$ cat config.mk
export PLATFORM = sky130hd
export DESIGN_NAME = video_top
export DESIGN_NICKNAME = d
export VERILOG_FILES = /design/src/rtl/video_mode_pkg.sv /design/src/rtl/video_raster_pkg.sv /design/src/rtl/video_fetch.sv /design/src/rtl/video_palette.sv /design/src/rtl/video_render.sv /design/src/rtl/video_sync.sv /design/src/rtl/video_top.sv
export VERILOG_INCLUDE_DIRS = /design/src /design/src/rtl
export SDC_FILE = /design/constraint.sdc
export NUM_CORES = 2
export LEC_CHECK = 0
export BUFFER_PORTS_ARGS = -buffer_cell sky130_fd_sc_hd__buf_2
export CAP_MARGIN = 20
export CORE_MARGIN = 4
export CORE_UTILIZATION = 45
export DETAILED_ROUTE_END_ITERATION = 8
export SETUP_SLACK_MARGIN = 0.2
export SYNTH_ARGS = -nofsm -noshare
export SYNTH_HDL_FRONTEND = slang
export SYNTH_SLANG_ARGS = --single-unit
$ cat constraint.sdc
create_clock -name clk -period 8.6 [get_ports clk]
set_clock_uncertainty 0.1 [all_clocks]
set_input_delay 0.43 -clock clk [delete_from_list [all_inputs] [get_ports clk]]
set_output_delay 0.43 -clock clk [all_outputs]
set_load 0.005 [all_outputs]
$ cat src/rtl/video_config.svh
// raster geometry and fetch sizing macros, included by the video RTL and the testbench
`ifndef VIDEO_CONFIG_SVH
`define VIDEO_CONFIG_SVH

// visible pixels on each line
`define VID_H_ACTIVE 64

// full line length in c1 beats, blanking included
`define VID_H_TOTAL 80

// visible lines per frame
`define VID_V_ACTIVE 8

// full frame height in lines
`define VID_V_TOTAL 10

// outstanding memory reads allowed
// same as the word FIFO depth so a returned word always has a slot
`define VID_CREDITS 4

// frames between flash phase changes
`define VID_FLASH_DIV 2

`endif

$ cat src/rtl/video_mode_pkg.sv
// render mode, palette index and colour types shared by the renderer, palette and testbench
package video_mode_pkg;

	// pixel format of the video words
	typedef enum logic [1:0] {
		rm_zx = 2'd0,
		rm_hc = 2'd1,
		rm_xc = 2'd2,
		rm_tx = 2'd3
	} render_mode_t;

	// index into the 256 entry palette
	typedef logic [7:0] pal_index_t;

	// 5 bits per channel, red on top
	typedef struct packed {
		logic [4:0] r;
		logic [4:0] g;
		logic [4:0] b;
	} rgb_t;

	// upper nibble of the index for 16 colour pixels
	localparam logic [3:0] hc_bank = 4'hE;

	// upper nibble for zx and text pixels
	localparam logic [3:0] zx_bank = 4'hF;

endpackage

$ cat src/rtl/video_raster_pkg.sv
// raster counter and pixel select types shared by the timing generator, renderer and testbench
package video_raster_pkg;

	// horizontal position in c1 beats
	typedef logic [7:0] hcount_t;

	// line number inside the frame
	typedef logic [7:0] vcount_t;

	// pixel position inside the current video word
	// zx and text words span all 16 values
	typedef logic [3:0] psel_t;

endpackage

$ cat src/rtl/video_fetch.sv
// video word prefetch from external memory with credit flow control, word FIFO and underrun flag
`timescale 1ns/1ns
`include "video_config.svh"

module video_fetch (
	input  logic        clk,
	input  logic        rst,
	input  logic        frame_start,
	input  logic        word_take,
	input  logic [15:0] frame_base,
	output logic        mem_req,
	output logic [15:0] mem_addr,
	input  logic        mem_rvalid,
	input  logic [31:0] mem_rdata,
	output logic [31:0] data,
	output logic        word_ok,
	output logic        underrun
);
	localparam int DEPTH = `VID_CREDITS;
	localparam int PW = (DEPTH > 1) ? $clog2(DEPTH) : 1;
	localparam int CW = $clog2(DEPTH + 1);

	logic [31:0]   fifo [DEPTH];
	logic [PW-1:0] wr_ptr;
	logic [PW-1:0] rd_ptr;
	logic [CW-1:0] count;
	logic [CW-1:0] credits;
	logic [CW-1:0] outstanding;
	logic [CW-1:0] drop;
	logic          run;
	logic          dropping;
	logic          push;
	logic          pop;

	// idle until the first frame start has loaded the base address
	assign mem_req = run && (credits != '0) && !frame_start;

	// replies to reads issued before a flush belong to the old frame
	assign dropping = mem_rvalid && (drop != '0);
	assign push = mem_rvalid && (drop == '0) && !frame_start;
	assign pop = word_take && (count != '0);

	// credits + count + outstanding stays at DEPTH
	always_ff @(posedge clk) begin
		if (rst) begin
			run         <= 1'b0;
			wr_ptr      <= '0;
			rd_ptr      <= '0;
			count       <= '0;
			credits     <= CW'(DEPTH);
			outstanding <= '0;
			drop        <= '0;
		end else begin
			outstanding <= outstanding + CW'(mem_req) - CW'(mem_rvalid);
			if (frame_start) begin
				run     <= 1'b1;
				wr_ptr  <= '0;
				rd_ptr  <= '0;
				count   <= '0;
				// queued words free their slots now, in-flight ones on arrival
				credits <= credits + count + CW'(mem_rvalid);
				drop    <= outstanding - CW'(mem_rvalid);
			end else begin
				if (push)
					wr_ptr <= (wr_ptr == PW'(DEPTH - 1)) ? '0 : wr_ptr + 1'b1;
				if (pop)
					rd_ptr <= (rd_ptr == PW'(DEPTH - 1)) ? '0 : rd_ptr + 1'b1;
				if (dropping)
					drop <= drop - 1'b1;
				count   <= count + CW'(push) - CW'(pop);
				credits <= credits - CW'(mem_req) + CW'(pop) + CW'(dropping);
			end
		end
	end

	// linear address walk from the frame base
	always_ff @(posedge clk) begin
		if (frame_start)
			mem_addr <= frame_base;
		else if (mem_req)
			mem_addr <= mem_addr + 16'd1;
	end

	// word storage and the word on display
	always_ff @(posedge clk) begin
		if (push)
			fifo[wr_ptr] <= mem_rdata;
		if (pop)
			data <= fifo[rd_ptr];
	end

	// starved take leaves word_ok low for the whole word
	always_ff @(posedge clk) begin
		if (rst) begin
			word_ok  <= 1'b0;
			underrun <= 1'b0;
		end else if (word_take) begin
			word_ok <= count != '0;
			if (count == '0)
				underrun <= 1'b1;
		end
	end

	// every request has a FIFO slot reserved for its reply
	assert property (@(posedge clk) disable iff (rst)
		mem_req |-> (({1'b0, count} + {1'b0, outstanding}) < (CW + 1)'(DEPTH)));

	// memory only answers reads that were issued
	assert property (@(posedge clk) disable iff (rst)
		mem_rvalid |-> (outstanding != '0));

endmodule

$ cat src/rtl/video_palette.sv
// palette RAM, maps the 8-bit pixel index to 15-bit rgb with a registered read
`timescale 1ns/1ns

module video_palette (
	input  logic                       clk,
	input  logic                       rst,
	input  logic                       pal_we,
	input  video_mode_pkg::pal_index_t pal_addr,
	input  video_mode_pkg::rgb_t       pal_wdata,
	input  video_mode_pkg::pal_index_t vplex,
	input  logic                       vplex_valid,
	output video_mode_pkg::rgb_t       rgb,
	output logic                       rgb_valid
);
	import video_mode_pkg::*;

	rgb_t ram [256];

	// write port, same-address read in this cycle still sees the old entry
	always_ff @(posedge clk) begin
		if (pal_we)
			ram[pal_addr] <= pal_wdata;
	end

	// lookup once per rendered pixel
	// rgb holds between beats
	always_ff @(posedge clk) begin
		if (vplex_valid)
			rgb <= ram[vplex];
	end

	always_ff @(posedge clk) begin
		if (rst)
			rgb_valid <= 1'b0;
		else
			rgb_valid <= vplex_valid;
	end

endmodule

$ cat src/rtl/video_render.sv
// pixel renderer, turns the current video word into a palette index for zx, 16c, 256c and text
`timescale 1ns/1ns

module video_render (
	input  logic                         clk,
	input  logic                         rst,
	input  logic                         c1,
	input  logic                         hvpix,
	input  logic                         nogfx,
	input  logic                         flash,
	input  logic                         hires,
	input  video_raster_pkg::psel_t      psel,
	input  video_mode_pkg::render_mode_t render_mode,
	input  logic [31:0]                  data,
	input  logic                         word_ok,
	input  video_mode_pkg::pal_index_t   border,
	output video_mode_pkg::pal_index_t   vplex,
	output logic                         vplex_valid
);
	import video_mode_pkg::*;

	logic [15:0] zx_gfx;
	logic [15:0] zx_atr;
	logic        zx_dot;
	logic [7:0]  zx_attr;
	logic        zx_ink;
	logic [3:0]  hc_dot;
	pal_index_t  zx_pix;
	pal_index_t  tx_pix;
	pal_index_t  hc_pix;
	pal_index_t  xc_pix;
	pal_index_t  pixel;
	pal_index_t  plex;
	logic [3:0]  prev_nib;

	// zx word: bitmap low, attributes high, one attribute per 8 pixels
	assign zx_gfx = data[15:0];
	assign zx_atr = data[31:16];
	// msb of each bitmap byte is the leftmost pixel
	assign zx_dot = zx_gfx[{psel[3], ~psel[2:0]}];
	assign zx_attr = psel[3] ? zx_atr[15:8] : zx_atr[7:0];

	// flash bit swaps ink and paper on the odd phase
	assign zx_ink = zx_dot ^ (flash & zx_attr[7]);
	assign zx_pix = {zx_bank, zx_attr[6], zx_ink ? zx_attr[2:0] : zx_attr[5:3]};

	// text shares the zx dot, attribute is ink low nibble, paper high
	assign tx_pix = {zx_bank, zx_dot ? zx_attr[3:0] : zx_attr[7:4]};

	// 16c, high nibble of each byte goes first
	always_comb begin
		case (psel[1:0])
			2'd0: hc_dot = data[7:4];
			2'd1: hc_dot = data[3:0];
			2'd2: hc_dot = data[15:12];
			default: hc_dot = data[11:8];
		endcase
	end
	assign hc_pix = {hc_bank, hc_dot};

	// 256c, byte is the index
	assign xc_pix = psel[0] ? data[15:8] : data[7:0];

	always_comb begin
		case (render_mode)
			rm_hc:   pixel = hc_pix;
			rm_xc:   pixel = xc_pix;
			rm_tx:   pixel = tx_pix;
			default: pixel = zx_pix;
		endcase
	end

	// starved word shows as border too
	assign plex = (hvpix && !nogfx && word_ok) ? pixel : border;

	always_ff @(posedge clk) begin
		if (rst)
			vplex_valid <= 1'b0;
		else
			vplex_valid <= c1;
	end

	// hi-res packs two pixels, the older one in the upper nibble
	always_ff @(posedge clk) begin
		if (c1) begin
			prev_nib <= plex[3:0];
			vplex    <= hires ? {prev_nib, plex[3:0]} : plex;
		end
	end

endmodule

$ cat src/rtl/video_sync.sv
// raster timing generator, makes c1, the active-area flag, pixel select and word-take strobes
`timescale 1ns/1ns
`include "video_config.svh"

module video_sync (
	input  logic                         clk,
	input  logic                         rst,
	input  video_mode_pkg::render_mode_t mode,
	input  logic                         hires,
	output logic                         c1,
	output logic                         hvpix,
	output video_raster_pkg::psel_t      psel,
	output logic                         word_take,
	output logic                         frame_start,
	output logic                         flash
);
	import video_mode_pkg::*;
	import video_raster_pkg::*;

	// active area sits at the right end of the line
	// so the blank from (0,0) gives the fetch time to refill after a frame flush
	localparam int H_START = `VID_H_TOTAL - `VID_H_ACTIVE;
	localparam int FW = ($clog2(`VID_FLASH_DIV) > 0) ? $clog2(`VID_FLASH_DIV) : 1;

	hcount_t    hcount;
	vcount_t    vcount;
	logic [4:0] word_len;
	logic [4:0] step;
	logic       last_pix;
	logic       line_end;
	logic       frame_end;
	logic       line_due;
	logic [FW-1:0] frame_cnt;

	// psel units per word for each mode
	always_comb begin
		case (mode)
			rm_hc:   word_len = 5'd4;
			rm_xc:   word_len = 5'd2;
			default: word_len = 5'd16;
		endcase
	end

	// hi-res shows a pixel for half the time, two psel steps per beat
	assign step = hires ? 5'd2 : 5'd1;
	assign last_pix = ({1'b0, psel} + step) >= word_len;

	assign line_end = hcount == hcount_t'(`VID_H_TOTAL - 1);
	assign frame_end = line_end && (vcount == vcount_t'(`VID_V_TOTAL - 1));
	assign hvpix = (hcount >= hcount_t'(H_START)) && (vcount < vcount_t'(`VID_V_ACTIVE));

	// beat just ahead of the first pixel of a visible line
	assign line_due = (hcount == hcount_t'(H_START - 1)) && (vcount < vcount_t'(`VID_V_ACTIVE));

	assign frame_start = c1 && (hcount == '0) && (vcount == '0);

	// no take after the last word of a line, the next line prefetches its own
	assign word_take = c1 && ((hvpix && last_pix && !line_end) || line_due);

	always_ff @(posedge clk) begin
		if (rst) begin
			c1     <= 1'b0;
			hcount <= '0;
			vcount <= '0;
			psel   <= '0;
		end else begin
			c1 <= ~c1;
			if (c1) begin
				hcount <= line_end ? '0 : hcount + 1'b1;
				if (line_end)
					vcount <= frame_end ? '0 : vcount + 1'b1;
				// restart at every word boundary and outside the picture
				psel <= (hvpix && !last_pix) ? psel + step[3:0] : '0;
			end
		end
	end

	// flash phase flips every VID_FLASH_DIV frames
	always_ff @(posedge clk) begin
		if (rst) begin
			frame_cnt <= '0;
			flash     <= 1'b0;
		end else if (c1 && frame_end) begin
			if (frame_cnt == FW'(`VID_FLASH_DIV - 1)) begin
				frame_cnt <= '0;
				flash     <= ~flash;
			end else begin
				frame_cnt <= frame_cnt + 1'b1;
			end
		end
	end

	// renderer never indexes past the word of the current mode
	assert property (@(posedge clk) disable iff (rst)
		c1 |-> ({1'b0, psel} < word_len));

endmodule

$ cat src/rtl/video_top.sv
// video output subsystem top, raster timing, memory fetch, renderer and palette
`timescale 1ns/1ns

module video_top (
	input  logic                         clk,
	input  logic                         rst,
	input  video_mode_pkg::render_mode_t render_mode,
	input  logic                         hires,
	input  logic                         nogfx,
	input  video_mode_pkg::pal_index_t   border,
	input  logic [15:0]                  frame_base,
	output logic                         mem_req,
	output logic [15:0]                  mem_addr,
	input  logic                         mem_rvalid,
	input  logic [31:0]                  mem_rdata,
	input  logic                         pal_we,
	input  video_mode_pkg::pal_index_t   pal_addr,
	input  video_mode_pkg::rgb_t         pal_wdata,
	output logic                         underrun,
	output video_mode_pkg::pal_index_t   vplex,
	output logic                         vplex_valid,
	output video_mode_pkg::rgb_t         rgb,
	output logic                         rgb_valid
);
	import video_raster_pkg::*;

	logic        c1;
	logic        hvpix;
	logic        word_take;
	logic        frame_start;
	logic        flash;
	psel_t       psel;
	logic [31:0] data;
	logic        word_ok;

	// timing, runs free and never waits on memory
	video_sync u_sync (
		.clk(clk),
		.rst(rst),
		.mode(render_mode),
		.hires(hires),
		.c1(c1),
		.hvpix(hvpix),
		.psel(psel),
		.word_take(word_take),
		.frame_start(frame_start),
		.flash(flash)
	);

	video_fetch u_fetch (
		.clk(clk),
		.rst(rst),
		.frame_start(frame_start),
		.word_take(word_take),
		.frame_base(frame_base),
		.mem_req(mem_req),
		.mem_addr(mem_addr),
		.mem_rvalid(mem_rvalid),
		.mem_rdata(mem_rdata),
		.data(data),
		.word_ok(word_ok),
		.underrun(underrun)
	);

	// one clk from the c1 beat to vplex
	video_render u_render (
		.clk(clk),
		.rst(rst),
		.c1(c1),
		.hvpix(hvpix),
		.nogfx(nogfx),
		.flash(flash),
		.hires(hires),
		.psel(psel),
		.render_mode(render_mode),
		.data(data),
		.word_ok(word_ok),
		.border(border),
		.vplex(vplex),
		.vplex_valid(vplex_valid)
	);

	// second clk, index to colour
	video_palette u_palette (
		.clk(clk),
		.rst(rst),
		.pal_we(pal_we),
		.pal_addr(pal_addr),
		.pal_wdata(pal_wdata),
		.vplex(vplex),
		.vplex_valid(vplex_valid),
		.rgb(rgb),
		.rgb_valid(rgb_valid)
	);

endmodule

# --- After elaboration in Yosys (flattened, before gate mapping) ---
# Memory sizes are Yosys's and may differ from the RTL's. A register that Yosys moved wholly into a read port is not among the register bits.
# Index checks and enable logic that the tools add are counted.
word_totals:
  out_inout_bits: 43
  ramBits: 3968
  ff_bits: 72
  elab_cells: 124
  mem_count: 2
  inputBits: 87
op_classes:
  n_addsub: 19
  eq_ne: 10
  muxes: 27
  n_bitwise: 5
  order_cmp: 4
  n_reduce_logical: 37
mem_list:
  columns: ["name", "words", "word_bits", "rd", "rd_ports_with_merged_regs", "write_ports", "line_no", "text"]
  rows:
  - ["u_palette.ram", 256, 15, 1, 1, 1, "video_palette.sv:17", "rgb_t ram [256];"]
  - ["u_fetch.fifo", 4, 32, 1, 1, 1, "video_fetch.sv:23", "logic [31:0] fifo [DEPTH];"]
op_table:
  columns: ["op", "n"]
  rows:
  - ["8-bit 2-to-1 mux", 6]
  - ["16-bit 2-to-1 mux", 2]
  - ["8-bit case mux with 3 select lines", 1]
  - ["1-bit logical AND", 18]
  - ["16-bit by 1-bit adder with 16-bit output (second input constant)", 1]
  - ["8-bit by 1-bit adder with 8-bit output (second input constant)", 2]
  - ["8-bit by 4-bit equality test with 1-bit output (second input constant)", 2]
  - ["8-bit zero test", 2]
  - ["3-bit by 1-bit adder with 3-bit output", 5]
  - ["3-bit 2-to-1 mux", 4]
  - ["4-bit case mux with 3 select lines", 1]
  - ["3-bit by 1-bit subtractor with 3-bit output", 4]
  - ["2-bit equality test (second input constant)", 5]
  - ["5-bit case mux with 2 select lines", 1]
  - ["3-bit nonzero test", 3]
  - ["8-bit by 7-bit equality test with 1-bit output (second input constant)", 1]
  - ["8-bit by 5-bit >= comparator with 1-bit output (second input constant)", 1]
  - ["8-bit by 4-bit < comparator with 1-bit output (second input constant)", 1]
  - ["4-bit 2-to-1 mux", 2]
  - ["3-bit zero test", 2]
  - ["1-bit 2-to-1 mux", 6]
  - ["2-bit 2-to-1 mux", 3]
  - ["2-bit AND reduction", 3]
  - ["4-bit by 5-bit adder with 5-bit output", 1]
  - ["18 further kinds", 25]

# --- Logic depth before layout (Yosys ltp) ---
depth:
  ltp_word: 11
  depth_mapped: 19
  ltp_nobuf: 18

# --- By module ---
# A second synthesis with hierarchy kept.
unflattened:
  cells_unflattened: 7381
  area_unflattened_um2: 157931.5
by_module_without_submodules:
  columns: ["mod", "area_each_um2", "instances", "seq_area_each_um2", "cells_per_inst"]
  rows:
  - ["video_palette", 147751.7, 1, 115781.0, 6683]
  - ["video_fetch", 7673.6, 1, 5665.4, 418]
  - ["video_sync", 1368.8, 1, 460.4, 162]
  - ["video_render", 1137.3, 1, 260.2, 118]

# --- Worst setup path after synthesis ---
# OpenSTA, ideal clock, no wires.
synth_path:
  path_type: "input to register"
  startpoint: "input hires"
  endpoint: "register u_fetch.credits[2]"
  path_buffers: 1
  setup_slack_ns: 3.496
  cell_stages: 16
  setup_time_ns: 0.117
  t_arrival_ns: 4.887
  path_cell_list: "clkbuf_1 inv_1 ha_1 fa_1 xor2_1 ha_1 a21boi_0 o41a_1 o21ai_0 nand2_1 fa_1 fa_1 xor2_1 mux2i_1 xnor2_1 nand2b_1"
synth_via:
  elab_chain_len: 11
synth_lines:
  columns: ["element", "line_no", "text"]
  rows:
  - ["start: declaration", "video_top.sv:8", "input logic hires,"]
  - ["2-bit 2-to-1 mux", "video_sync.sv:45", "assign step = hires ? 5'd2 : 5'd1;"]
  - ["4-bit by 5-bit adder with 5-bit output", "video_sync.sv:46", "assign last_pix = ({1'b0, psel} + step) >= word_len;"]
  - ["5-bit >= comparator", "video_sync.sv:46", null]
  - ["1-bit logical AND (2 in series)", "video_sync.sv:58", "assign word_take = c1 && ((hvpix && last_pix && !line_end) || line_due);"]
  - ["1-bit logical OR", "video_sync.sv:58", null]
  - ["1-bit logical AND", "video_sync.sv:58", null]
  - ["1-bit logical AND", "video_fetch.sv:41", "assign pop = word_take && (count != '0);"]
  - ["net u_fetch.pop", "video_fetch.sv:33", "logic pop;"]
  - ["3-bit by 1-bit adder with 3-bit output (2 in series)", "video_fetch.sv:71", "credits <= credits - CW'(mem_req) + CW'(pop) + CW'(dropping);"]
  - ["3-bit 2-to-1 mux", "video_fetch.sv:55", "if (frame_start) begin"]
  - ["end signal: assignment", "video_fetch.sv:50", "credits <= CW'(DEPTH);"]
  - ["end signal: assignment", "video_fetch.sv:61", "credits <= credits + count + CW'(mem_rvalid);"]
  - ["end signal: assignment", "video_fetch.sv:71", null]
  - ["end: declaration", "video_fetch.sv:27", "logic [CW-1:0] credits;"]
# The timed path passes the listed nets, and every way through them passes these cells.
# A chain may end at the register's enable or synchronous reset.

==> flow_metrics.env <==
export IMPL_syn_inst=7269
export IMPL_power_frac_clock_pct=41.9
export IMPL_drv_cap=0
export IMPL_grt_max_degree=175
export IMPL_setup_violations=0
export IMPL_synth_edf_count=4039
export IMPL_yosysTopAreaCell="edfxtp_1"
export IMPL_worstSetupStartpointType="flip-flop"
export IMPL_hold_violations=0
export IMPL_cts_root_buf="clkbuf_16"
export IMPL_drtIter0Drc=9914
export IMPL_finalHoldWorstSlack_ps=93.6
export IMPL_arrival_ps=5990
export IMPL_critPathCaptureType="flip-flop"
export IMPL_synth_seq_cells=4083
export IMPL_synth_top_family_by_area="multiplexers"
export IMPL_vias=78193
export IMPL_final_nets=8008
export IMPL_dieHeight_um=602
export IMPL_fin_setup_tns_ps=0
export IMPL_synth_fa_ha_area_share_pct=0.317
export IMPL_synth_area_mux_share_pct=16.1
export IMPL_post_route_min_period_ps=5390
export IMPL_synth_ff_type="edfxtp_1"
export IMPL_switchingPower_uw=8940
export IMPL_fin_crit_sh_pct=62.6
export IMPL_crit_type="reg -> reg"
export IMPL_layout_drive_gt1_share_pct=26.4
export IMPL_place_hpwl_mm=240
export IMPL_yosys_area_top_type_share_pct=76.4
export IMPL_synth_common_cells="edfxtp_1, mux4_2, nor2_1"
export IMPL_synth_compound_area_share_pct=2.36
export IMPL_required_ps=9210
export IMPL_ir_drop_v=0.000202
export IMPL_p_int_uw=32900
export IMPL_gp_congestion=0.838
export IMPL_placement_io_buffers=129
export IMPL_die_w_um=602
export IMPL_via_per_inst=6.09
export IMPL_pin_count=130
export IMPL_firstDrtPassIters=5
export IMPL_worst_pin_slew_ps=1230
export IMPL_synth_top_cells_by_area="edfxtp_1, mux4_2, mux2i_1"
export IMPL_clk_latency_ps=990
export IMPL_overflow=0
export IMPL_initial_core_util_pct=45.3
export IMPL_drc=0
export IMPL_p_leak_uw=0.0569
export IMPL_syn_area_um2=159000
export IMPL_synth_most_common_cell="edfxtp_1"
export IMPL_outcome="finished, final reports clean"
export IMPL_cts_buffers=416
export IMPL_htreeDepth=5
export IMPL_fillers=27422
export IMPL_synth_lib_cells_used_distinct=77
export IMPL_syn_mean_instance_area_um2=21.8
export IMPL_seq_power_share_pct=52.8
export IMPL_wl_met2_mm=199
export IMPL_ys_async_sr_fraction_pct=0
export IMPL_grt_pass1_vias=78377
export IMPL_antenna_found_initial=36
export IMPL_rows=217
export IMPL_powerDensity_nw_per_um2=232
export IMPL_crit_fanout=64
export IMPL_dp_cells=11978
export IMPL_track_usage_pct=22.7
export IMPL_fmax_mhz=186
export IMPL_ctsResizeCount=0
export IMPL_synth_xor_area_share_pct=0.210
export IMPL_hold_path_class="in -> reg"
export IMPL_routedWlPerCell_um=32.4
export IMPL_swShare_pct=21.4
export IMPL_cts_sinks=4083
export IMPL_path_clk_slew_ps=60
export IMPL_wl_met3_mm=35.3
export IMPL_seq_area_frac_synth_pct=77.0
export IMPL_grt_pass1_wl_mm=592
export IMPL_rsz0062_at_grt="no"
export IMPL_synthSimpleGateAreaFrac_pct=2.28
export IMPL_layoutNonFillerInstCount=12842
export IMPL_area_growth_pct=13.5
export IMPL_cts_tree="done"
export IMPL_ant_nets=0
export IMPL_final_area_um2=180000
export IMPL_dieArea_um2=362000
export IMPL_combinationalPowerShare_pct=5.3
export IMPL_fp_coreArea_um2=350000
export IMPL_wl_mm=416
export IMPL_yosys_warnings=0
export IMPL_top_layer_used="met5"
export IMPL_place_area_um2=166000
export IMPL_clk_path_buf_depth=4
export IMPL_maxSlewViolCount=0
export IMPL_slew_headroom_pct=18.3
export IMPL_wl_met1_mm=166
export IMPL_synth_fp_nets=7392
-- state kept, by name (all words and copies together) (netlist names), 2 cells and up --
| name | cells |
|---|---|
| u_sync.hcount | 8 |
| u_render.vplex | 5 |
| u_palette.ram | 3840 |
| u_fetch.wr_ptr | 2 |
| u_sync.vcount | 8 |
| u_fetch.outstanding | 3 |
| u_fetch.data | 32 |
| u_fetch.credits | 3 |
| u_fetch.rd_ptr | 2 |
| u_render.prev_nib | 3 |
| u_fetch.drop | 3 |
| u_fetch.count | 3 |
| u_fetch.fifo | 128 |
| u_sync.psel | 4 |
| u_fetch.mem_addr | 16 |
| u_palette.rgb | 15 |
-- area by class of cell --
cell class / count / area, um^2 / share of cell area (%)
multi-input combinational: 2740 / 34000 / 18.9
clock inverter: 257 / 2280 / 1.27
antenna: 19 / 47.5 / 0.0264
tap: 4599 / 5750 / 3.19
timing repair buffer: 602 / 4850 / 2.69
sequential: 4083 / 122000 / 67.8
inverter: 42 / 171 / 0.0951
clock buffer: 500 / 10900 / 6.04
-- through the flow --
stage / setup slack (ps) / utilization, % / total power, uW
finish: 3210 / 51.4 / 41800
global route: 3110 / 51.4 / 43100
CTS: 3190 / 51.4 / 42100
detailed placement: 3250 / 47.4 / 24700
global placement: 3070 / 47.4 / 24600
floorplan: 3500 / - / 23700
-- per-layer routing --
layer	vias up	track usage, %
li1	31828	-
met1	42022	31.6
met2	3618	36.1
met3	711	4.40
met4	14	7.78
met5	-	0
-- path summary, 6_finish.rpt --
path                              from                     end  slack, ps  cells past startpoint
setup / recovery  u_render.prev_nib[1]       u_palette.rgb[11]       3210                      8
hold / removal           pal_wdata[12]  u_palette.ram[160][12]         90                      1
setup reg to reg  u_render.prev_nib[1]       u_palette.rgb[11]       3210                      8
hold reg to reg            u_fetch.run             u_fetch.run        370                      2
-- critical path, cell delays in order (launching register included) --
cell	delay [ps]
edfxtp_1	420
buf_12	390
buf_4	710
buf_4	860
mux4_2	440
mux4_2	550
a22o_1	260
nor3_1	860
and4b_1	280
-- layout by cell type, fill, tap and decap left out, types with 26 or more instances in the layout --
master            n
mux2_2           26
ha_1             29
o21ai_0          51
dfxtp_1          42
clkbuf_1         77
bufinv_16        36
edfxtp_1       4039
clkinv_2         77
nand3_1          59
a22o_1           34
nor3_1           36
nand2_1         210
a21oi_1         120
mux4_2          973
o221ai_1         81
inv_1            37
buf_2           114
a22oi_1          46
nor2_2           45
mux2i_1         279
clkbuf_16       423
buf_4           362
dlygate4sd3_1    77
clkinv_1        117
nor2_1          330
o22ai_1          64
-- power by group through the flow --
stage | sequential, uW | combinational, uW | clock [uW]
2_1_floorplan | 22500 | 1210 | 0
3_3_place_gp | 22500 | 2170 | 0
3_5_place_dp | 22500 | 2210 | 0
4_1_cts | 22100 | 2240 | 17800
5_1_grt | 22100 | 2360 | 18700
6_report | 22100 | 2220 | 17500
-- what timing repair did --
action / CTS / global route
hold buffers: 77 / 0
setup buffers: 0 / 0
hold endpoints to repair: 853 / 0
-- cell families (layout without fill, tap and decap cells) --
family                   Yosys count  in the layout
buffers and inverters            446           1401
other                              0             19
AO/OA/AOI/OAI                    538            538
flip-flops                      4083           4083
XOR/XNOR                          38             38
adder cells (fa/ha/maj)           36             36
multiplexers                    1302           1302
AND/OR/NAND/NOR                  826            826
Power figures use the tool's default switching activity.
